--- src/hack_settings.svh ---
`ifndef HACK_SETTINGS_SVH
`define HACK_SETTINGS_SVH

// hack memory map, word addresses on the 15-bit bus
`define HACK_RAM_WORDS      16384 // data ram, 0 .. 16383
`define HACK_SCREEN_BASE    16384 // first screen word
`define HACK_SCREEN_WORDS   8192  // screen buffer, 16384 .. 24575
`define HACK_KBD_ADDR       24576 // keyboard register, read only

// screen geometry, 512 x 256 mono
`define HACK_WORDS_PER_LINE 32    // 16 pixels per word
`define HACK_LINES          256

`endif
--- src/video_pkg.sv ---
`include "hack_settings.svh"

package video_pkg;

    // scanner fsm
    typedef enum logic [1:0] {
        scan_idle,  // waiting for scan_enable
        scan_fetch, // first word address out
        scan_shift  // streaming pixels
    } scan_state_e;

    // word index into the screen buffer, 8K words
    typedef logic [$clog2(`HACK_WORDS_PER_LINE * `HACK_LINES)-1:0] screen_addr_t;
    typedef logic [3:0] bit_idx_t; // pixel within a word

endpackage

--- src/hack_mem_pkg.sv ---
package hack_mem_pkg;

    // cpu side bus types
    typedef logic [15:0] word_t; // data word
    typedef logic [14:0] addr_t; // word address

    // which part of the map an address falls into
    typedef enum logic [1:0] {
        region_ram,    // data ram
        region_screen, // screen buffer
        region_kbd,    // keyboard register
        region_none    // unmapped, reads 0
    } region_e;

endpackage

--- src/screen_scanner.sv ---
`include "hack_settings.svh"

module screen_scanner (
    input  logic                    clk,
    input  logic                    rst,
    input  logic                    scan_enable, // level, low parks the scanner
    output video_pkg::screen_addr_t scan_addr,   // word being fetched
    input  hack_mem_pkg::word_t     scan_q,      // screen word, one cycle after scan_addr
    output logic                    pixel,
    output logic                    pixel_valid,
    output logic                    frame_start  // with pixel 0 of a frame
);

    video_pkg::scan_state_e state;
    video_pkg::bit_idx_t    bit_idx;   // pixel of the word now on the output
    hack_mem_pkg::word_t    shift_reg; // word being serialized
    logic                   load_word; // take scan_q into the shift register
    logic                   prefetch;  // step scan_addr to the next word

    // load on the first shift cycle, then after the 16th pixel
    assign load_word = (state == video_pkg::scan_shift) && (!pixel_valid || bit_idx == 4'd15);

    // two pixels ahead: addr out during pixel 14, data in scan_q during 15
    assign prefetch = pixel_valid && (bit_idx == 4'd13);

    always_ff @(posedge clk) begin
        if (rst || !scan_enable) begin
            state       <= video_pkg::scan_idle;
            scan_addr   <= '0; // next frame starts at word 0
            bit_idx     <= '0;
            pixel_valid <= 1'b0;
            frame_start <= 1'b0;
        end else begin
            case (state)
                video_pkg::scan_idle:  state <= video_pkg::scan_fetch;
                video_pkg::scan_fetch: state <= video_pkg::scan_shift; // word 0 addr is out
                default:               state <= video_pkg::scan_shift;
            endcase

            pixel_valid <= (state == video_pkg::scan_shift); // first load sets it

            if (load_word) begin
                bit_idx <= '0;
            end else if (pixel_valid) begin
                bit_idx <= bit_idx + 4'd1;
            end

            if (prefetch) begin
                if (scan_addr == video_pkg::screen_addr_t'(`HACK_SCREEN_WORDS - 1)) begin
                    scan_addr <= '0; // frame wrap
                end else begin
                    scan_addr <= scan_addr + 1'b1;
                end
            end

            // scan_addr still names the word being loaded at this edge
            frame_start <= load_word && (scan_addr == '0);
        end
    end

    // serializer, lsb is the leftmost pixel
    always_ff @(posedge clk) begin
        if (load_word) begin
            shift_reg <= scan_q;
        end else if (pixel_valid) begin
            shift_reg <= {1'b0, shift_reg[15:1]};
        end
    end

    assign pixel = shift_reg[0];

endmodule

--- config.mk ---
export PLATFORM = sky130hd
export DESIGN_NAME = screen_scanner
export DESIGN_NICKNAME = d
export VERILOG_FILES = /design/src/video_pkg.sv /design/src/hack_mem_pkg.sv /design/src/screen_scanner.sv
export VERILOG_INCLUDE_DIRS = /design/src /design/src/src
export SDC_FILE = /design/constraint.sdc
export NUM_CORES = 1
export LEC_CHECK = 0
export BUFFER_PORTS_ARGS = -buffer_cell sky130_fd_sc_hd__buf_4
export CAP_MARGIN = 20
export CORE_ASPECT_RATIO = 1.2
export CORE_MARGIN = 2
export CORE_UTILIZATION = 50
export CTS_CLUSTER_SIZE = 10
export DETAILED_ROUTE_END_ITERATION = 8
export PLACE_DENSITY = 0.79
export SLEW_MARGIN = 20
export SYNTH_ARGS = -nofsm -noshare
export SYNTH_HDL_FRONTEND = slang
export SYNTH_SLANG_ARGS = --single-unit
--- constraint.sdc ---
create_clock -name clk -period 2.15 [get_ports clk]
set_input_delay 0 -clock clk [delete_from_list [all_inputs] [get_ports clk]]
set_output_delay 0 -clock clk [all_outputs]
set_load 0.005 [all_outputs]
==> flow_summary.json <==
{
  "outcome": "finished, final reports clean",
  "setup_tns_ps": 0,
  "rr_startpoint": "bit_idx[0]",
  "worst_pin_slew_ps": 752,
  "dpl.hpwl_um": 2330,
  "place_congestion": 0.886,
  "antenna_found_initial": 0,
  "root_buffer": "clkbuf_8",
  "p_sw_w": 0.000275,
  "end_kind": "flip-flop",
  "max_freq_mhz": 564,
  "clockBufferDepth": 2,
  "fillCellCount": 267,
  "portBuffers": 34,
  "r2r_slack_ps": 380,
  "reg2reg_to": "scan_addr[7]",
  "intPower_w": 0.00112,
  "synthesis.nets": 168,
  "routed.top_layer": "met4",
  "ys_seq_elements": 37,
  "holdPathStages": 2,
  "core_area_mm2": 0.00328,
  "routed-wl-met3_um": 218,
  "cts_tree": "yes",
  "power_leakage_nw": 0.764,
  "wl_met1_um": 1400,
  "via_per_inst": 5.45,
  "synth_compound_area_frac": 0.0359,
  "worstSetupPathType": "flip-flop to flip-flop",
  "final_cell_mix": "35 x buf_4, 21 x dfxtp_1, 18 x nor2_1",
  "avgSynthCellArea_um2": 11.5,
  "slew_headroom": 0.499,
  "synth-simple-area-share": 0.204,
  "multiInputGateArea_um2": 734,
  "synth_seq_area_share": 0.539,
  "drive_above_1_share": 0.339,
  "hold_class": "primary input to flip-flop",
  "finalSetupViolations": 0,
  "cts_buffers": 5,
  "avgRoutedWirePerCell_um": 14.6,
  "areaGrowthSynthToFinish_pct": 24.9,
  "pre_cts_slack_ps": 371,
  "initial_core_util": 0.510,
  "ff_latch_area_um2": 901,
  "swShare": 0.196,
  "synth_area_mm2": 0.00167,
  "cap_violations": 0,
  "synth_fa_ha_area_frac": 0.0299,
  "worstHoldStart": "scan_q[11]",
  "path_clk_slew_ps": 80,
  "first_pass_iters": 4,
  "ys_warn_count": 0,
  "synth_edf_count": 16,
  "final_max_slew_viol_count": 0,
  "dr_total_vias": 1215,
  "ys.flop_type": "dfxtp_1",
  "post-route-period-util": 0.824,
  "power.density_mw_per_mm2": 669,
  "grt.overflow.total": 0,
  "nets": 208,
  "drc": 0,
  "largest_reg_flops": 16,
  "io_pins": 35,
  "synth_top_family_by_area": "simple AND/OR/NAND/NOR gates",
  "cp_max_fo": 10,
  "antennaDiodeCount": 0,
  "fp.dieW_um": 56.8,
  "ant_nets": 0,
  "postSynthCellCount": 145,
  "setup_ws_ps": 378,
  "worstPathCellList": "ha_1 -> nand4_4 -> or2_4 -> o31ai_4 -> nor2_1",
  "synth_xor_area_frac": 0.0681,
  "async_flop_share": 0,
  "skew_ps": 9.10,
  "wl_met2_um": 1620,
  "cp_data_required_time_ps": 2310,
  "grt.total_usage": 0.175,
  "cts.sinks": 37,
  "crit_path_max_incr_delay_ps": 400,
  "synth.area.mux_share": 0.101,
  "layout.cells.most_common": "buf_4",
  "irDropWorstVdd_uv": 550,
  "p_clk_frac": 0.420,
  "fin_area_mm2": 0.00209,
  "cts_max_level": 2,
  "row_count": 23,
  "grt_pass1_vias": 1114,
  "drt-total-wl_um": 3250,
  "rsz0062_at_grt": "false",
  "finalHoldViolCount": 0,
  "synth_cell_types": 30,
  "dpl-instance-area_mm2": 0.00196,
  "cp-start-kind": "flip-flop",
  "cp.arrival_ps": 1930,
  "die_area_mm2": 0.00383,
  "worst_skew_pair.late_latency_ps": 290,
  "grt_max_degree": 17,
  "holdPathEnd": "shift_reg[11]",
  "combPwrFrac": 0.046,
  "die_h_um": 67.4,
  "grt_pass1_wl_um": 5000,
  "fin_crit_ps": 1770,
  "ff2ff_path_depth": 5,
  "power_frac_seq": 0.534,
  "crit_slowest_cell": "dfxtp_1",
  "drtIter0Drc": 37
}
-- layer usage --
layer / vias up / GRT usage
met4: 0 / 0.0727
met1: 570 / 0.208
li1: 600 / -
met5: - / 0
met2: 43 / 0.291
met3: 2 / 0.0632
-- metrics by stage --
stage,power (W),utilization,std cells,hold slack [ps]
floorplan,0.000790,-,145,198
global placement,0.000821,0.597,213,294
detailed placement,0.000824,0.597,213,296
CTS,0.00141,0.631,221,0.755
global route,0.00146,0.637,223,0.464
finish,0.00140,0.637,223,10.1
-- power groups by stage --
stage                logic, W  clock network [W]  registers [W]
floorplan           0.0000298                  0       0.000760
global placement    0.0000590                  0       0.000762
detailed placement  0.0000618                  0       0.000762
CTS                 0.0000620           0.000600       0.000746
global route        0.0000700           0.000639       0.000747
finish              0.0000642           0.000587       0.000746
-- worst max-delay path: cells and delay by family (launching register included) --
kind,cells,cell delay (ps)
AND/OR/NAND/NOR,3,590
AO/OA/AOI/OAI,1,400
flip-flops,1,400
adder cells (fa/ha/maj),1,240
-- worst max path at each step --
stage                startpoint       endpoint  slack [ps]  depth (start not counted)
finish               bit_idx[0]   scan_addr[7]         380                          5
global route         bit_idx[0]   scan_addr[7]         220                          5
CTS                  bit_idx[0]   scan_addr[7]         360                          5
detailed placement   bit_idx[0]   scan_addr[7]         370                          5
global placement    pixel_valid   scan_addr[3]         460                          4
floorplan            bit_idx[0]  shift_reg[10]         390                          5
-- area by class of cell --
class,count,area share
Sequential cell,37,0.431
Multi-Input combinational cell,100,0.351
Timing Repair Buffer,37,0.135
Clock buffer,5,0.0329
Tap cell,37,0.0222
Clock inverter,3,0.0198
Inverter,4,0.00719
-- synthesized netlist by cell type (all sizes together) (2+ instances only) --
cell	instances	area, um^2
and4	2	17.5
buf	2	15.0
dfxtp	21	420
nor2	18	67.6
mux2	15	169
xnor2	7	61.3
o31ai	2	28.8
nor3	2	10.0
or2	2	17.5
nand3	5	25.0
nand2b	4	25.0
nand2	9	33.8
edfxtp	16	480
ha	4	50.1
nand4	7	65.1
inv	4	15.0
clkbuf	2	7.51
xor2	6	52.6
nor4	7	43.8
a21oi	4	23.8
-- timing repair --
action                                 4_1_cts  5_1_grt
endpoints found under the hold margin        0        2
hold buffers                                 0        2
buffers inserted                             0        0
resized for setup                            0        0
-- cells by family after synthesis --
kind of cell | count (synthesis)
AND/OR/NAND/NOR | 61
flip-flops | 37
multiplexers | 15
XOR/XNOR | 13
buffers and inverters | 8
AO/OA/AOI/OAI | 7
adder cells (fa/ha/maj) | 4
(Power assumes the default switching activity.)
