**src/hack_settings.svh**
```systemverilog
`ifndef HACK_SETTINGS_SVH
`define HACK_SETTINGS_SVH

// hack memory map, word addresses on the 15-bit bus
`define HACK_RAM_WORDS      16384 // data ram, 0 .. 16383
`define HACK_SCREEN_BASE    16384 // first screen word
`define HACK_SCREEN_WORDS   8192  // screen buffer, 16384 .. 24575
`define HACK_KBD_ADDR       24576 // keyboard register, read only

// screen geometry, 512 x 256 mono
`define HACK_WORDS_PER_LINE 32    // 16 pixels per word
`define HACK_LINES          256

`endif
```
**src/video_pkg.sv**
```systemverilog
`include "hack_settings.svh"

package video_pkg;

    // scanner fsm
    typedef enum logic [1:0] {
        scan_idle,  // waiting for scan_enable
        scan_fetch, // first word address out
        scan_shift  // streaming pixels
    } scan_state_e;

    // word index into the screen buffer, 8K words
    typedef logic [$clog2(`HACK_WORDS_PER_LINE * `HACK_LINES)-1:0] screen_addr_t;
    typedef logic [3:0] bit_idx_t; // pixel within a word

endpackage

```
**src/hack_mem_pkg.sv**
```systemverilog
package hack_mem_pkg;

    // cpu side bus types
    typedef logic [15:0] word_t; // data word
    typedef logic [14:0] addr_t; // word address

    // which part of the map an address falls into
    typedef enum logic [1:0] {
        region_ram,    // data ram
        region_screen, // screen buffer
        region_kbd,    // keyboard register
        region_none    // unmapped, reads 0
    } region_e;

endpackage

```
**src/screen_port_if.sv**
```systemverilog
// bus side of the screen ram, one read/write port
interface screen_port_if;

    video_pkg::screen_addr_t addr; // offset from screen base
    hack_mem_pkg::word_t     data; // store data
    logic                    we;   // store strobe
    hack_mem_pkg::word_t     q;    // read data, one cycle late

    modport bus (
        output addr,
        output data,
        output we,
        input  q
    );

    modport mem (
        input  addr,
        input  data,
        input  we,
        output q
    );

endinterface

```
**src/memory_map.sv**
```systemverilog
`include "hack_settings.svh"

module memory_map (
    input  logic                              clk,
    input  logic                              rst,
    input  hack_mem_pkg::word_t               in,       // store data from cpu
    input  hack_mem_pkg::addr_t               address,
    input  logic                              load,     // store strobe
    input  logic [7:0]                        keyboard, // current key code
    output hack_mem_pkg::word_t               out,      // read data, one cycle late
    output logic [$clog2(`HACK_RAM_WORDS)-1:0] ram_addr,
    output hack_mem_pkg::word_t               ram_d,
    output logic                              ram_we,
    input  hack_mem_pkg::word_t               ram_q,
    screen_port_if.bus                        scr
);

    hack_mem_pkg::region_e region;   // decode of current address
    hack_mem_pkg::region_e region_q; // decode of last cycle's address
    hack_mem_pkg::addr_t   scr_offset;
    logic [7:0]            kbd_q;    // keyboard sampled with the read

    // address decode, ranges checked low to high
    always_comb begin
        if (address < hack_mem_pkg::addr_t'(`HACK_RAM_WORDS)) begin
            region = hack_mem_pkg::region_ram;
        end else if (address < hack_mem_pkg::addr_t'(`HACK_SCREEN_BASE + `HACK_SCREEN_WORDS)) begin
            region = hack_mem_pkg::region_screen;
        end else if (address == hack_mem_pkg::addr_t'(`HACK_KBD_ADDR)) begin
            region = hack_mem_pkg::region_kbd;
        end else begin
            region = hack_mem_pkg::region_none; // above the keyboard
        end
    end

    // screen offset, only meaningful when region is screen
    assign scr_offset = address - hack_mem_pkg::addr_t'(`HACK_SCREEN_BASE);

    // data ram side
    assign ram_addr = address[$clog2(`HACK_RAM_WORDS)-1:0];
    assign ram_d    = in;
    assign ram_we   = load && (region == hack_mem_pkg::region_ram);

    // screen side
    assign scr.addr = scr_offset[$bits(video_pkg::screen_addr_t)-1:0];
    assign scr.data = in;
    assign scr.we   = load && (region == hack_mem_pkg::region_screen);
    // keyboard and unmapped stores just fall through, no enable

    // region follows the ram read by one cycle
    always_ff @(posedge clk) begin
        if (rst) begin
            region_q <= hack_mem_pkg::region_none; // out reads 0 after reset
        end else begin
            region_q <= region;
        end
    end

    always_ff @(posedge clk) begin
        kbd_q <= keyboard; // same edge as the ram reads
    end

    // read mux, lined up with the registered ram outputs
    always_comb begin
        case (region_q)
            hack_mem_pkg::region_ram:    out = ram_q;
            hack_mem_pkg::region_screen: out = scr.q;
            hack_mem_pkg::region_kbd:    out = {8'h00, kbd_q};
            default:                     out = '0;
        endcase
    end

endmodule

```
**src/flat_wrapper.sv**
```systemverilog
// flat-port wrapper written by rule: the top's interface ports become plain ports
module memory_map_flat 
  (clk, rst, in, address, load, keyboard, out, ram_addr, ram_d, ram_we, ram_q, scr_addr, scr_data, scr_we, scr_q);
  screen_port_if scr_i ();
  input  logic clk;
  input  logic rst;
  input  hack_mem_pkg::word_t in;
  input  hack_mem_pkg::addr_t address;
  input  logic load;
  input  logic [7:0] keyboard;
  output hack_mem_pkg::word_t out;
  output logic [$clog2(`HACK_RAM_WORDS)-1:0] ram_addr;
  output hack_mem_pkg::word_t ram_d;
  output logic ram_we;
  input  hack_mem_pkg::word_t ram_q;
  output wire logic [$bits(scr_i.addr)-1:0] scr_addr;
  output wire logic [$bits(scr_i.data)-1:0] scr_data;
  output wire logic [$bits(scr_i.we)-1:0] scr_we;
  input wire logic [$bits(scr_i.q)-1:0] scr_q;
  assign scr_addr = scr_i.addr;
  assign scr_data = scr_i.data;
  assign scr_we = scr_i.we;
  assign scr_i.q = scr_q;
  memory_map u_core (.clk(clk), .rst(rst), .in(in), .address(address), .load(load), .keyboard(keyboard), .out(out), .ram_addr(ram_addr), .ram_d(ram_d), .ram_we(ram_we), .ram_q(ram_q), .scr(scr_i));
endmodule
```
**config.mk**
```make
export PLATFORM = sky130hd
export DESIGN_NAME = memory_map_flat
export DESIGN_NICKNAME = d
export VERILOG_FILES = /design/src/video_pkg.sv /design/src/hack_mem_pkg.sv /design/src/screen_port_if.sv /design/src/memory_map.sv /design/src/flat_wrapper.sv
export VERILOG_INCLUDE_DIRS = /design/src /design/src/src
export SDC_FILE = /design/constraint.sdc
export NUM_CORES = 1
export LEC_CHECK = 0
export CORE_AREA = 2 2 59 61
export DETAILED_ROUTE_END_ITERATION = 7
export DIE_AREA = 0 0 61 63
export DONT_BUFFER_PORTS = 1
export PLACE_DENSITY_LB_ADDON = 0.12
export SKIP_LAST_GASP = 1
export SYNTH_ARGS = -nofsm -noshare
export SYNTH_HDL_FRONTEND = slang
export SYNTH_SLANG_ARGS = --single-unit
```
**constraint.sdc**
```tcl
create_clock -name clk -period 0.9 [get_ports clk]
set_input_delay 0.045 -clock clk [delete_from_list [all_inputs] [get_ports clk]]
set_output_delay 0.045 -clock clk [all_outputs]
set_load 0.005 [all_outputs]
```
==> flow_summary.toml <==
[critical_path]
crit_type = "register to primary output"
crit_fanout = 6
cp-end-kind = "primary output"
cp-startpoint = "u_core.region_q[0]$_SDFF_PP1_"
cp.arrival_ps = 1090
required_ps = 850
start_kind = "register"

[sta]
worst_slew_pin_slew_ps = 280
hold_viol = 0
setup_tns_ps = -3270
timing.fmax_ghz = 0.881
relSlewSlack = 0.811
fin_crit_ps = 1140
fin_crit_sh = 1.26
setup_slack_ps = -236
setup_viol = 16
final-max-slew-violation-count = 0
rsz0062_at_grt = "yes"

[synth]
synthTopCellsByCount = "60 x buf_4, 16 x mux2i_1, 10 x dfxtp_1, 10 x nor2_1, 6 x o2bb2ai_2"
synth_nets = 191
synthTopCellsByArea = "buf_4 42%, dfxtp_1 19%, mux2i_1 15%, o2bb2ai_2 8.5%, nor2_1 3.5%"
ys_ff_latch = 10
synth_area_mm2 = 0.00106
yosysMostFrequentCell = "buf_4"
synth_edf_count = 0
synth_top_area_share = 0.424
synth.distinct_cells = 15
netlist_instances = 117
ys_warn_count = 0
synth_seq_area_share = 0.188
ys.flop_type = "dfxtp_1"
yosysTopAreaCell = "buf_4"
async_flop_share = 0
syn_area_per_cell_um2 = 9.09

[flow_run]
cap_violations = 0

[cells_and_area]
area_growth_pct = -17.8
final_core_util = 0.271
fin_area_um2 = 875
finalNonFillerCells = 120
antennaDiodeCount = 0
final_layout_size_suffix_gt1_frac = 0.270
finalNetCount = 149

[run_status]
status = "finished with violations"
failed_checks = "negative setup slack"

[floorplan]
start_util = 0.329
rows = 21
core_area_mm2 = 0.00323
die_w_um = 61
io_pins = 151
die_h_um = 63
dieArea_mm2 = 0.00384

[worst_hold_path]
hp-start = "address[9]"
min_path_type = "primary input to register"

[power]
ir_drop_v = 0.000275
p_leak_uw = 0.000381
p_per_area_mw_per_mm2 = 1260

[clock_network]
cts_max_path_buffers = 2
cts_sinks = 10
cts_tree = "built"
cts_buffers = 3
clkTransAtPathRegs_ps = 60
htreeDepth = 1
cts_setup_buffers = 0
clock-root-buffer = "clkbuf_4"

[route]
ant_nets = 0
dr_total_vias = 572
dr.first_iter.drc_count = 15
drc = 0
via_per_inst = 4.77
wire_per_inst_um = 17.3
wl_um = 2080
firstDrtPassIters = 3

[placement]
place_congestion = 0.601
placed_area_um2 = 674
hpwl_um = 1690
io_buffers = 0
dpl.cell_count = 104

[grt]
grt_max_degree = 17
antenna_found_initial = 0
track_usage = 0.0940
overflow = 0
grt_pass1_vias = 589
grt_pass1_wl_um = 2590
[per-layer routing]
layer  wire length, um  GRT usage  vias to the layer above
met1               498     0.0550                      242
met5                 0          0                        -
met4                50     0.0707                        0
met2              1150      0.185                       77
li1                  -          -                      245
met3               380     0.0476                        8
[power by group]
group          internal (uW)  switching (uW)  total (uW)
clock network            245             133         378
registers                466            16.0         482
logic                    143             102         245
total                    854             252        1110
[worst max-delay path, stage by stage, from the launching register on]
cell,delay (ps)
dfxtp_4,380
buf_12,140
mux2i_1,110
o2bb2ai_1,210
[registers in the layout, summed over array words and instances (netlist names)]
signal           flops
u_core.region_q      2
u_core.kbd_q         8
[layout by cell type, fill, tap and decap left out]
master,instances
clkbuf_4,3
dlygate4sd3_1,11
nor4_1,3
mux2i_1,14
nor4bb_1,1
nor2_1,10
clkbuf_8,1
o2bb2ai_1,2
nor2b_2,1
nor2b_1,1
buf_4,3
a21o_1,1
mux2i_2,1
buf_6,1
a41oi_1,1
mux2i_4,1
nand2_1,1
buf_12,1
o2bb2ai_2,6
buf_16,1
dfxtp_1,9
dfxtp_4,1
[cell type report]
class | count | area [um^2]
multi-input combinational | 43 | 385
tap | 46 | 57.6
sequential | 10 | 204
timing repair buffer | 17 | 191
clock buffer | 4 | 36.3
fill | 333 | 2360
[metrics by stage]
stage	hold WS, ps	power [uW]	setup slack, ps
2_1_floorplan	72.7	864	7.06
3_3_place_gp	72.8	676	-17.9
3_5_place_dp	72.8	676	-36.3
4_1_cts	56.5	1130	-260
5_1_grt	54.5	1170	-309
6_report	35.5	1110	-236
[repair_timing]
| action | in CTS | in global routing |
|---|---|---|
| gates cloned | 1 | 0 |
| setup endpoints to repair | 16 | 16 |
| pin swaps | 9 | 1 |
| resized for setup | 6 | 2 |
| endpoints found under the hold margin | 10 | 0 |
| hold buffers | 11 | 0 |
[cells by family (layout without fill, tap and decap cells)]
logic type             after synthesis  after routing  share of synthesized area
DFF                                 10             10                      0.188
and+or+nand+nor                     17             17                     0.0776
buffers and inverters               64             21                      0.467
AOI/OAI and AO/OA                   10             10                      0.116
muxes                               16             16                      0.151
[worst paths after layout]
kind / end / slack (ps) / cells after the start
setup / recovery: out[5] / -240 / 3
hold / removal: u_core.region_q[0]$_SDFF_PP1_ / 40 / 2
No activity file was read; power rests on OpenSTA's default activity.
